===== src/design/sfx_consts.svh =====
`ifndef SFX_CONSTS_SVH
`define SFX_CONSTS_SVH

// Jump effect
`define SFX_JUMP_STAGES       31
`define SFX_FRAME_DEFAULT     333333  // 150 Hz frame at 50 MHz
`define SFX_FRAME_W           19

// Duty per stage in 256ths of the frame
`define SFX_DECAY_FRAC_0      8'd128
`define SFX_DECAY_FRAC_1      8'd108
`define SFX_DECAY_FRAC_2      8'd91
`define SFX_DECAY_FRAC_3      8'd77
`define SFX_DECAY_FRAC_4      8'd65
`define SFX_DECAY_FRAC_5      8'd55
`define SFX_DECAY_FRAC_6      8'd46
`define SFX_DECAY_FRAC_7      8'd39
`define SFX_DECAY_FRAC_8      8'd33
`define SFX_DECAY_FRAC_9      8'd28
`define SFX_DECAY_FRAC_10     8'd23
`define SFX_DECAY_FRAC_11     8'd20
`define SFX_DECAY_FRAC_12     8'd17
`define SFX_DECAY_FRAC_13     8'd14
`define SFX_DECAY_FRAC_14     8'd12
`define SFX_DECAY_FRAC_15     8'd10
`define SFX_DECAY_FRAC_16     8'd8
`define SFX_DECAY_FRAC_17     8'd7
`define SFX_DECAY_FRAC_18     8'd6
`define SFX_DECAY_FRAC_19     8'd5
`define SFX_DECAY_FRAC_20     8'd4
`define SFX_DECAY_FRAC_21     8'd4
`define SFX_DECAY_FRAC_22     8'd3
`define SFX_DECAY_FRAC_23     8'd3
`define SFX_DECAY_FRAC_24     8'd2
`define SFX_DECAY_FRAC_25     8'd2
`define SFX_DECAY_FRAC_26     8'd2
`define SFX_DECAY_FRAC_27     8'd1
`define SFX_DECAY_FRAC_28     8'd1
`define SFX_DECAY_FRAC_29     8'd0
`define SFX_DECAY_FRAC_30     8'd0

// Coin effect
`define SFX_TONE_UNIT_DEFAULT 8446  // About 986 Hz for tone A
`define SFX_TONE_W            18
`define SFX_COIN_A_MULT       3
`define SFX_COIN_B_MULT       2
`define SFX_COIN_A_CYCLES     8
`define SFX_COIN_B_CYCLES     16

`endif

===== src/design/sfx_pkg.sv =====
`default_nettype none

package sfx_pkg;

    // Common FSM for both one-shot players
    typedef enum logic [1:0] {
        st_idle = 2'd0,
        st_play = 2'd1,
        st_done = 2'd2
    } player_state_e;

    // Effect that currently drives the pin
    typedef enum logic {
        sfx_jump = 1'b0,
        sfx_coin = 1'b1
    } sfx_id_e;

endpackage

`default_nettype wire


===== src/design/sfx_top.sv =====
`timescale 1ns/1ps
`default_nettype none

`include "sfx_consts.svh"

module sfx_top #(
    parameter int unsigned frame_len = `SFX_FRAME_DEFAULT,
    parameter int unsigned tone_unit = `SFX_TONE_UNIT_DEFAULT
) (
    input  wire  clk,
    input  wire  rst_n,
    input  wire  jump_trigger,
    input  wire  coin_trigger,
    input  wire  mute,
    output logic audio_out,
    output logic busy
);

    logic jump_wave;
    logic jump_busy;
    logic coin_wave;
    logic coin_busy;

    jump_sound_player #(
        .frame_len (frame_len)
    ) u_jump (
        .clk     (clk),
        .rst_n   (rst_n),
        .trigger (jump_trigger),
        .wave    (jump_wave),
        .busy    (jump_busy)
    );

    coin_sound_player #(
        .tone_unit (tone_unit)
    ) u_coin (
        .clk     (clk),
        .rst_n   (rst_n),
        .trigger (coin_trigger),
        .wave    (coin_wave),
        .busy    (coin_busy)
    );

    sfx_mixer u_mixer (
        .clk          (clk),
        .rst_n        (rst_n),
        .jump_trigger (jump_trigger),
        .coin_trigger (coin_trigger),
        .jump_wave    (jump_wave),
        .jump_busy    (jump_busy),
        .coin_wave    (coin_wave),
        .coin_busy    (coin_busy),
        .mute         (mute),
        .audio_out    (audio_out),
        .busy         (busy)
    );

endmodule

`default_nettype wire


===== src/design/sfx_mixer.sv =====
`timescale 1ns/1ps
`default_nettype none

module sfx_mixer (
    input  wire  clk,
    input  wire  rst_n,
    input  wire  jump_trigger,
    input  wire  coin_trigger,
    input  wire  jump_wave,
    input  wire  jump_busy,
    input  wire  coin_wave,
    input  wire  coin_busy,
    input  wire  mute,
    output logic audio_out,
    output logic busy
);

    sfx_pkg::sfx_id_e owner_q;    // Last started effect
    sfx_pkg::sfx_id_e cur_owner;  // Owner after handover
    logic             sel_wave;

    // Pin passes to the other effect once the owner has finished
    always_comb begin
        cur_owner = owner_q;
        if (owner_q == sfx_pkg::sfx_coin && !coin_busy && jump_busy) begin
            cur_owner = sfx_pkg::sfx_jump;
        end else if (owner_q == sfx_pkg::sfx_jump && !jump_busy && coin_busy) begin
            cur_owner = sfx_pkg::sfx_coin;
        end
    end

    always_ff @(posedge clk) begin
        if (!rst_n) begin
            owner_q <= sfx_pkg::sfx_jump;
        end else if (coin_trigger) begin
            owner_q <= sfx_pkg::sfx_coin;  // Coin wins a tie
        end else if (jump_trigger) begin
            owner_q <= sfx_pkg::sfx_jump;
        end else begin
            owner_q <= cur_owner;
        end
    end

    assign sel_wave = (cur_owner == sfx_pkg::sfx_coin) ? coin_wave : jump_wave;

    always_ff @(posedge clk) begin
        if (!rst_n) begin
            audio_out <= 1'b0;
            busy      <= 1'b0;
        end else begin
            audio_out <= sel_wave && !mute;
            busy      <= jump_busy || coin_busy;  // Mute leaves busy alone
        end
    end

endmodule

`default_nettype wire


===== src/design/coin_sound_player.sv =====
`timescale 1ns/1ps
`default_nettype none

`include "sfx_consts.svh"

module coin_sound_player #(
    parameter int unsigned tone_unit = `SFX_TONE_UNIT_DEFAULT
) (
    input  wire  clk,
    input  wire  rst_n,
    input  wire  trigger,
    output logic wave,
    output logic busy
);

    localparam int tw = `SFX_TONE_W;
    localparam logic [tw-1:0] a_half_last = tw'(`SFX_COIN_A_MULT * tone_unit - 1);
    localparam logic [tw-1:0] b_half_last = tw'(`SFX_COIN_B_MULT * tone_unit - 1);
    localparam logic [4:0]    a_period_last = 5'(`SFX_COIN_A_CYCLES - 1);
    localparam logic [4:0]    b_period_last = 5'(`SFX_COIN_B_CYCLES - 1);

    sfx_pkg::player_state_e state;
    sfx_pkg::player_state_e state_next;

    logic [tw-1:0] half_cnt;    // Cycles in current half-period
    logic [4:0]    period_cnt;  // Full periods done in this tone
    logic          tone_b;      // Second tone selected
    logic [tw-1:0] half_last;
    logic [4:0]    period_last;
    logic          half_end;
    logic          tone_end;

    assign half_last   = tone_b ? b_half_last : a_half_last;
    assign period_last = tone_b ? b_period_last : a_period_last;
    assign half_end    = (half_cnt == half_last);

    // Low half of the last period closes the tone
    assign tone_end = half_end && !wave && (period_cnt == period_last);

    always_comb begin
        state_next = state;
        case (state)
            sfx_pkg::st_idle: state_next = sfx_pkg::st_idle;
            sfx_pkg::st_play: begin
                if (tone_end && tone_b) begin
                    state_next = sfx_pkg::st_done;
                end
            end
            sfx_pkg::st_done: state_next = sfx_pkg::st_idle;
            default:          state_next = sfx_pkg::st_idle;
        endcase
        if (trigger) begin
            state_next = sfx_pkg::st_play;
        end
    end

    always_ff @(posedge clk) begin
        if (!rst_n) begin
            state      <= sfx_pkg::st_idle;
            half_cnt   <= '0;
            period_cnt <= '0;
            tone_b     <= 1'b0;
            wave       <= 1'b0;
        end else begin
            state <= state_next;
            if (trigger) begin
                half_cnt   <= '0;
                period_cnt <= '0;
                tone_b     <= 1'b0;
                wave       <= 1'b1;  // Tone A starts high
            end else if (state == sfx_pkg::st_play) begin
                if (half_end) begin
                    half_cnt <= '0;
                    if (wave) begin
                        wave <= 1'b0;
                    end else if (tone_end) begin
                        period_cnt <= '0;
                        tone_b     <= 1'b1;
                        wave       <= !tone_b;  // Low once tone B is over
                    end else begin
                        period_cnt <= period_cnt + 5'd1;
                        wave       <= 1'b1;
                    end
                end else begin
                    half_cnt <= half_cnt + 1'b1;
                end
            end else begin
                wave <= 1'b0;
            end
        end
    end

    assign busy = (state == sfx_pkg::st_play);

endmodule

`default_nettype wire


===== src/design/jump_sound_player.sv =====
`timescale 1ns/1ps
`default_nettype none

`include "sfx_consts.svh"

module jump_sound_player #(
    parameter int unsigned frame_len = `SFX_FRAME_DEFAULT
) (
    input  wire  clk,
    input  wire  rst_n,
    input  wire  trigger,
    output logic wave,
    output logic busy
);

    localparam int fw = `SFX_FRAME_W;
    localparam logic [fw-1:0] frame_last = fw'(frame_len - 1);
    localparam logic [4:0]    stage_last = 5'(`SFX_JUMP_STAGES - 1);

    sfx_pkg::player_state_e state;
    sfx_pkg::player_state_e state_next;

    logic [fw-1:0] counter;    // Position inside the frame
    logic [4:0]    stage;      // Decay stage index
    logic [fw-1:0] threshold;  // High time of current stage
    logic          frame_end;

    function automatic logic [7:0] stage_frac(input logic [4:0] idx);
        logic [7:0] frac;
        case (idx)
            5'd0:    frac = `SFX_DECAY_FRAC_0;
            5'd1:    frac = `SFX_DECAY_FRAC_1;
            5'd2:    frac = `SFX_DECAY_FRAC_2;
            5'd3:    frac = `SFX_DECAY_FRAC_3;
            5'd4:    frac = `SFX_DECAY_FRAC_4;
            5'd5:    frac = `SFX_DECAY_FRAC_5;
            5'd6:    frac = `SFX_DECAY_FRAC_6;
            5'd7:    frac = `SFX_DECAY_FRAC_7;
            5'd8:    frac = `SFX_DECAY_FRAC_8;
            5'd9:    frac = `SFX_DECAY_FRAC_9;
            5'd10:   frac = `SFX_DECAY_FRAC_10;
            5'd11:   frac = `SFX_DECAY_FRAC_11;
            5'd12:   frac = `SFX_DECAY_FRAC_12;
            5'd13:   frac = `SFX_DECAY_FRAC_13;
            5'd14:   frac = `SFX_DECAY_FRAC_14;
            5'd15:   frac = `SFX_DECAY_FRAC_15;
            5'd16:   frac = `SFX_DECAY_FRAC_16;
            5'd17:   frac = `SFX_DECAY_FRAC_17;
            5'd18:   frac = `SFX_DECAY_FRAC_18;
            5'd19:   frac = `SFX_DECAY_FRAC_19;
            5'd20:   frac = `SFX_DECAY_FRAC_20;
            5'd21:   frac = `SFX_DECAY_FRAC_21;
            5'd22:   frac = `SFX_DECAY_FRAC_22;
            5'd23:   frac = `SFX_DECAY_FRAC_23;
            5'd24:   frac = `SFX_DECAY_FRAC_24;
            5'd25:   frac = `SFX_DECAY_FRAC_25;
            5'd26:   frac = `SFX_DECAY_FRAC_26;
            5'd27:   frac = `SFX_DECAY_FRAC_27;
            5'd28:   frac = `SFX_DECAY_FRAC_28;
            5'd29:   frac = `SFX_DECAY_FRAC_29;
            5'd30:   frac = `SFX_DECAY_FRAC_30;
            default: frac = 8'd0;
        endcase
        return frac;
    endfunction

    // frame_len * frac / 256, rounded down
    function automatic logic [fw-1:0] stage_thr(input logic [4:0] idx);
        logic [fw+7:0] prod;
        prod = (fw+8)'(frame_len) * stage_frac(idx);
        return prod[fw+7:8];
    endfunction

    assign frame_end = (counter == frame_last);

    always_comb begin
        state_next = state;
        case (state)
            sfx_pkg::st_idle: state_next = sfx_pkg::st_idle;
            sfx_pkg::st_play: begin
                if (frame_end && stage == stage_last) begin
                    state_next = sfx_pkg::st_done;
                end
            end
            sfx_pkg::st_done: state_next = sfx_pkg::st_idle;
            default:          state_next = sfx_pkg::st_idle;
        endcase
        if (trigger) begin
            state_next = sfx_pkg::st_play;  // Retrigger wins
        end
    end

    always_ff @(posedge clk) begin
        if (!rst_n) begin
            state   <= sfx_pkg::st_idle;
            counter <= '0;
            stage   <= '0;
        end else begin
            state <= state_next;
            if (trigger) begin
                counter   <= '0;
                stage     <= '0;
                threshold <= stage_thr(5'd0);
            end else if (state == sfx_pkg::st_play) begin
                if (frame_end) begin
                    counter <= '0;
                    if (stage != stage_last) begin
                        stage     <= stage + 5'd1;
                        threshold <= stage_thr(stage + 5'd1);
                    end
                end else begin
                    counter <= counter + 1'b1;
                end
            end
        end
    end

    assign busy = (state == sfx_pkg::st_play);
    assign wave = busy && (counter < threshold);

endmodule

`default_nettype wire


===== config.mk =====
export PLATFORM = sky130hd
export DESIGN_NAME = sfx_top
export DESIGN_NICKNAME = d
export VERILOG_FILES = /design/src/design/sfx_pkg.sv /design/src/design/sfx_top.sv /design/src/design/sfx_mixer.sv /design/src/design/coin_sound_player.sv /design/src/design/jump_sound_player.sv
export VERILOG_INCLUDE_DIRS = /design/src /design/src/design
export SDC_FILE = /design/constraint.sdc
export NUM_CORES = 1
export LEC_CHECK = 0
export BUFFER_PORTS_ARGS = -buffer_cell sky130_fd_sc_hd__buf_2
export CORE_MARGIN = 3
export CORE_UTILIZATION = 38
export CTS_CLUSTER_DIAMETER = 30
export CTS_CLUSTER_SIZE = 14
export DETAILED_ROUTE_END_ITERATION = 8
export PLACE_DENSITY_LB_ADDON = 0.1
export SYNTH_ARGS = -nofsm -noshare
export SYNTH_HDL_FRONTEND = slang
export SYNTH_HIERARCHICAL = 1
export SYNTH_SLANG_ARGS = --single-unit

===== constraint.sdc =====
create_clock -name clk -period 6.4 [get_ports clk]
set_clock_uncertainty 0.15 [all_clocks]
set_input_delay 0.96 -clock clk [delete_from_list [all_inputs] [get_ports clk]]
set_output_delay 0.96 -clock clk [all_outputs]
set_load 0.05 [all_outputs]

==> results by group, run 1 <==
Power and ir drop
  • Sequential share of power: 0.492
  • NetSw: 0.231 mW
  • P_int: 0.779 mW
  • Logic pwr share: 0.043
  • Switching share of power: 0.229
  • PwrDens: ~140 mW/mm²
  • Clock power share: 0.465
  • Leakage: 3.03 nW
  • Maximum VDD drop: 0.0893 mV

CTS
  • Post-CTS setup buffer count: 0
  • Clk slew on worst S/H paths: approximately 60 ps
  • Clock Sinks: between 70 and 80
  • Resized cells post-CTS: 0
  • Root buf cell: clkbuf_16
  • Max Buffers Root-to-Sink: 2
  • Post-CTS Hold Fix Bufs: 0
  • Cts bufs inserted: 9
  • H-Tree Level Count: 3
  • CTS tree: done
  • Clk Latency, worst-skew pair: about 340 ps

Synthesis
  • Ys flop type: dfxtp_1
  • Synthesized cell area: ~0.0066 mm²
  • Avg Inst Size Synth: approximately 8.9 µm²
  • Post-Synthesis Cells: 738
  • Seq/Total Area, Yosys: 0.257
  • FFs w/ async S/R, synth: 0
  • Synth cell types: 92
  • Flops & latches, synth: 75
  • EDFF count, synth: 19
  • Synth warnings: 6
  • Synth Net Count: about 850

Setup path
  • Crit path largest cell delay: 590 ps
  • CP top delay family: adder cells
  • CP most frequent cell: ha_1
  • Buffers plus inverters on the worst setup path: 1
  • CP arrival: ~5900 ps
  • Required time at the worst-slack endpoint: 6320 ps
  • Worst Path Class, Setup: reg2reg
  • Cells along the critical path: inv_1 > ha_1 > or4_1 > a41oi_2 > o21a_4 > ha_1 > ha_1 > ha_1 > fa_1 > ha_1 > a21o_1 > a21oi_1 > o211ai_1 > a21oi_1 > nand4b_1 > nor2_2 > o21ai_2 > a31oi_1 > mux2_1
  • Startpoint types: register
  • Critical Path End Type: register
  • Critical path peak fanout: 10
  • Crit-path slowest cell: or4_1

Detailed routing
  • Routed WL: roughly 15000 µm
  • TritonRoute pass-1 iters: 4
  • DRC Markers: 0
  • Vias per cell: ~5.4
  • First DRT Iteration DRCs: 308
  • Routed len/inst: approximately 15 µm
  • Via count: 5238
  • Antenna-violating nets left: 0

Finish
  • Final Instance Count excl. Fillers: roughly 970
  • Share of layout cells above drive strength 1: 0.0859
  • Diode count: 0
  • Most common cell after layout, fill and taps aside: ha_1
  • Final core utilization: 0.424
  • Layout Nets: approximately 860
  • Area grow syn2layout: 7.98%
  • Most frequent cells in the layout: 96 x ha_1, 63 x nor2_1, 61 x inv_1
  • Filler Cell Count: 1676

GRT
  • Pin count of the biggest net entering global routing: 23
  • GRT Total Usage: 0.161
  • GR Overflow Total: 0
  • Number of global-route vias before repair: 5047
  • Global-route wire length before repair: around 25000 µm
  • Antenna violations before repair: 0

Run status
  • Status: complete, no violations

Timing
  • WHS: about 350 ps
  • Post-route setup slack: 413 ps
  • Max Slew Vio Count: 0
  • Final Setup Violations: 0
  • Final count of hold timing violations: 0
  • Minimum clock period: between 5000 and 6000 ps
  • Max Freq: 0.167 GHz
  • Tightest Pin Transition: roughly 1100 ps
  • RSZ-0062 raised after global routing: no
  • Fin crit share: 0.935
  • Worst relative slew slack: 0.257
  • TNS Setup: 0 ps

Run
  • Max cap viols: 0

Worst hold path
  • Min-Delay Path Class: reg2reg

Placement
  • Placed Cells: roughly 950
  • Worst slack at placement: ~430 ps
  • Final RePlAce weighted congestion: 0.837
  • Port Buf Inserts: 6
  • DP HPWL: roughly 12000 µm

Floorplanning
  • I/O pin count: 7
  • Row cnt: 47
  • Die H: around 140 µm
  • Die area: 0.0189 mm²
  • Die width: between 100 and 150 µm
  • Starting Density: 0.393
  • Core Area: between 0.015 and 0.02 mm²
==> sequential cells by signal (all words and copies together), names as in the netlist, 2 cells and up <==
| signal | cells |
|---|---|
| u_jump/counter | 19 |
| u_coin/state | 2 |
| u_coin/period_cnt | 5 |
| u_jump/threshold | 19 |
| u_jump/state | 2 |
| u_coin/half_cnt | 18 |
| u_jump/stage | 5 |
==> area by class of cell <==
type | count | area [µm²] | area share
sequential | 75 | 1690 | 0.238
inverter | 66 | 250 | 0.0352
tap | 220 | 275 | 0.0387
clock buffer | 10 | 239 | 0.0336
clock inverter | 6 | 38.8 | 0.00546
timing repair buffer | 14 | 90.1 | 0.0127
multi-input combinational | 574 | 4520 | 0.636
==> synth_stat cells, types with 3 or more instances <==
cell type	n	area, µm²
inv_2	3	11.3
a31oi_1	6	37.5
nand3b_1	3	22.5
xor2_1	20	175
nand2_1	51	191
nand4b_1	3	26.3
inv_1	61	229
nand4_1	20	125
nor2b_1	14	87.6
dfxtp_1	56	1120
nor3b_1	3	22.5
nor3_1	7	35.0
nor4_1	7	43.8
edfxtp_1	19	571
nand2b_1	8	50.1
a21o_1	18	135
a21oi_1	39	195
or3_1	8	50.1
and4b_1	5	50.1
a2111oi_0	3	26.3
buf_4	5	37.5
and3_1	7	43.8
o21a_1	6	45.0
o31ai_1	5	37.5
xnor2_1	27	236
or4_1	6	45.0
ha_1	96	1200
buf_2	7	35.0
and4_1	4	35.0
nand3_1	26	130
nor2_1	65	244
a41oi_1	3	26.3
clkbuf_1	8	30.0
fa_1	15	300
o211ai_1	3	22.5
mux2i_1	6	60.1
o21ai_0	26	130
and2_1	4	25.0
==> metrics by stage <==
step	area, µm²	power, mW
3_3_place_gp	6830	0.551
2_1_floorplan	6580	0.538
3_5_place_dp	6830	0.552
5_1_grt	7110	1.05
6_report	7110	1.01
4_1_cts	7100	1.02
==> per-layer routing <==
layer	vias up	GRT usage	wire, µm	share of wire
met1	2494	0.224	7230	0.49
li1	2656	-	-	-
met3	18	0.0164	330	0.022
met4	0	0.0510	256	0.017
met5	-	0	0	0
met2	70	0.264	6900	0.47
==> final timing paths <==
check,startpoint,to,slack (ps),cells past startpoint
worst max-delay path,u_jump/stage[0],u_jump/threshold[18],410,19
worst min-delay path,u_coin/period_cnt[1],u_coin/period_cnt[1],350,2
worst max register to register,u_jump/stage[0],u_jump/threshold[18],410,19
worst min register to register,u_coin/period_cnt[1],u_coin/period_cnt[1],350,2
==> cell families (layout without fill, tap and decap cells) <==
kind of cell | count (synthesis) | in the layout | synth area share
AOI/OAI and AO/OA | 147 | 147 | 0.160
muxes | 10 | 10 | 0.0171
DFF | 75 | 75 | 0.257
xor gates and xnor gates | 50 | 50 | 0.0699
buffers and inverters | 89 | 96 | 0.0566
and+or+nand+nor | 254 | 254 | 0.208
adders and majority gates | 113 | 113 | 0.231
==> worst register-to-register path: cells and delay by family (launching register included) <==
family / cells / cell delay, ps
and+or+nand+nor: 3 / 930
AOI/OAI and AO/OA: 8 / 1450
buffers and inverters: 1 / 180
DFF: 1 / 470
adders and majority gates: 6 / 2200
muxes: 1 / 340
==> power groups by stage <==
stage | Combinational, mW | Sequential, mW | Clock, mW
6_report | 0.0436 | 0.497 | 0.470
2_1_floorplan | 0.0292 | 0.509 | 0
4_1_cts | 0.0443 | 0.497 | 0.482
3_5_place_dp | 0.0443 | 0.508 | 0
3_3_place_gp | 0.0437 | 0.508 | 0
5_1_grt | 0.0496 | 0.498 | 0.500
No activity file was read; power rests on OpenSTA's default activity.
==> inputs of run 2 (changes only) <==
--- a/config.mk
+++ b/config.mk
@@ -9,6 +9,7 @@
 export BUFFER_PORTS_ARGS = -buffer_cell sky130_fd_sc_hd__buf_2
 export CORE_MARGIN = 3
 export CORE_UTILIZATION = 38
+export CTS_BUF_LIST = sky130_fd_sc_hd__clkbuf_8
 export CTS_CLUSTER_DIAMETER = 30
 export CTS_CLUSTER_SIZE = 14
 export DETAILED_ROUTE_END_ITERATION = 8
==> results by group, run 2 (synthesized netlist as in run 1, its figures left out) <==
Floorplanning
  • Row cnt: 47 (unchanged)
  • Die H: 138 µm (unchanged)
  • Core Area: 0.0168 mm² (unchanged)
  • I/O pin count: 7 (unchanged)
  • Die width: 138 µm (unchanged)
  • Starting Density: 0.393 (unchanged)
  • Die area: 0.0189 mm² (unchanged)

Run
  • Max cap viols: 0 (unchanged)

Timing
  • Worst relative slew slack: 0.252 (was 0.257)
  • RSZ-0062 raised after global routing: no (unchanged)
  • Tightest Pin Transition: 1120 ps (was 1110 ps)
  • Max Freq: 0.167 GHz (about the same)
  • Post-route setup slack: 394 ps (was 413 ps)
  • Fin crit share: 0.938 (was 0.935)
  • Minimum clock period: 6010 ps (was 5990 ps)
  • Final count of hold timing violations: 0 (unchanged)
  • Max Slew Vio Count: 0 (unchanged)
  • TNS Setup: 0 ps (unchanged)
  • Final Setup Violations: 0 (unchanged)

Finish
  • Diode count: 0 (unchanged)
  • Most frequent cells in the layout: 96 x ha_1, 63 x nor2_1, 61 x inv_1 (unchanged)
  • Fin area: 0.00701 mm² (was 0.00711 mm²)
  • Share of layout cells above drive strength 1: 0.0859 (unchanged)
  • Top flop regs: u_jump/counter: 19 flops, u_jump/threshold: 19 flops, u_coin/half_cnt: 18 flops (unchanged)
  • Final Instance Count excl. Fillers: 965 (unchanged)
  • Layout Nets: 856 (unchanged)
  • Area grow syn2layout: 6.44% (was 7.98%)
  • Final core utilization: 0.418 (was 0.424)
  • Most common cell after layout, fill and taps aside: ha_1 (unchanged)

Detailed routing
  • WL met1: 7210 µm (was 7230 µm)
  • Vias per cell: 5.43 (about the same)
  • Antenna-violating nets left: 0 (unchanged)
  • DRC Markers: 0 (unchanged)
  • Routed WL: 14700 µm (about the same)
  • Top routing layer in use: met4 (unchanged)
  • Via count: 5236 (was 5238)
  • TritonRoute pass-1 iters: 4 (unchanged)
  • First DRT Iteration DRCs: 265 (was 308)
  • DR WL met3: 376 µm (was 330 µm)
  • Routed len/inst: 15.3 µm (was 15.2 µm)
  • Met2 Wirelength: 6890 µm (was 6900 µm)

Setup path
  • Critical path peak fanout: 10 (unchanged)
  • Crit-path slowest cell: or4_1 (unchanged)
  • Cells along the critical path: inv_1 > ha_1 > or4_1 > a41oi_2 > o21a_4 > ha_1 > ha_1 > ha_1 > fa_1 > ha_1 > a21o_1 > a21oi_1 > o211ai_1 > a21oi_1 > nand4b_1 > nor2_2 > o21ai_2 > a31oi_1 > mux2_1 (unchanged)
  • CP most frequent cell: ha_1 (unchanged)
  • Worst Path Class, Setup: reg2reg (unchanged)
  • Critical Path End Type: register (unchanged)
  • Required time at the worst-slack endpoint: 6340 ps (was 6320 ps)
  • CP arrival: 5950 ps (was 5910 ps)
  • Startpoint types: register (unchanged)
  • Crit path largest cell delay: 590 ps (about the same)

GRT
  • Antenna violations before repair: 0 (unchanged)
  • GR Overflow Total: 0 (unchanged)
  • Pin count of the biggest net entering global routing: 23 (unchanged)
  • Number of global-route vias before repair: 5039 (was 5047)
  • GRT Total Usage: 0.161 (about the same)
  • Global-route wire length before repair: 24600 µm (was 24700 µm)

Power and ir drop
  • Leakage: 2.98 nW (was 3.03 nW)
  • PwrDens: 125 mW/mm² (was 142 mW/mm²)
  • Maximum VDD drop: 0.0721 mV (was 0.0893 mV)

CTS
  • Post-CTS setup buffer count: 0 (unchanged)
  • Max Buffers Root-to-Sink: 2 (unchanged)
  • Clk Latency, worst-skew pair: 360 ps (was 340 ps)
  • Cts bufs inserted: 9 (unchanged)
  • H-Tree Level Count: 3 (unchanged)
  • CTS tree: done (unchanged)
  • Clock Sinks: 75 (unchanged)
  • Clk slew on worst S/H paths: 90 ps (was 60 ps)
  • Root buf cell: clkbuf_8 (was clkbuf_16)
  • Post-CTS Hold Fix Bufs: 0 (unchanged)

Placement
  • Placed Cells: 949 (unchanged)
  • Worst slack at placement: 433 ps (unchanged)
  • DP HPWL: 11700 µm (unchanged)
  • Port Buf Inserts: 6 (unchanged)
  • Final RePlAce weighted congestion: 0.837 (unchanged)
  • Placed Area: 0.00683 mm² (unchanged)

Worst hold path
  • Min-Delay Path Class: reg2reg (unchanged)

Run status
  • Status: complete, no violations (unchanged)
run 2: cell counts in the layout (fill, tap and decap cells not counted):
No cell type changed its count.
run 2: layer usage:
metal | GRT usage | up-vias
met5 | 0 | -
met4 | 0.0510 | 0
met3 | 0.0164 | 17
met2 | 0.262 | 76
met1 | 0.224 | 2488
li1 | - | 2655
run 2: worst max-delay path: cells and delay by family (launching register included):
family / cells / cell delay (ps)
muxes: 1 / 340
adders and majority gates: 6 / 2200
and+or+nand+nor: 3 / 920
DFF: 1 / 490
buffers and inverters: 1 / 180
AOI/OAI and AO/OA: 8 / 1440
run 2: path summary, 6_finish.rpt:
check,startpoint,to,slack (ps),cells past startpoint
min,u_coin/period_cnt[1],u_coin/period_cnt[1],350,2
min reg2reg,u_coin/period_cnt[1],u_coin/period_cnt[1],350,2
max,u_jump/stage[0],u_jump/threshold[18],390,19
max reg2reg,u_jump/stage[0],u_jump/threshold[18],390,19
run 2: timing repair:
item	in CTS	in global routing
setup endpoints to repair	0	1
endpoints found under the hold margin	0	0
gates resized for setup	0	2
run 2: cell type report:
type | count | area (µm²)
clock inverters | 6 | 38.8
repair buffers | 14 | 90.1
well taps | 220 | 275
fillers | 1687 | 9750
multi-input cells | 574 | 4520
inverters | 66 | 250
clock buffers | 10 | 138
flip-flops and latches | 75 | 1690
run 2: power breakdown:
part	total [mW]	internal [mW]	switching (mW)
Sequential	0.497	0.493	0.00397
Clock	0.333	0.151	0.181
Combinational	0.0435	0.0133	0.0303
run 2: per-stage QoR:
stage               hold WS (ps)  total power, mW
floorplan                    310            0.538
global placement             329            0.551
detailed placement           336            0.552
CTS                          350            0.886
global route                 369            0.908
finish                       348            0.873
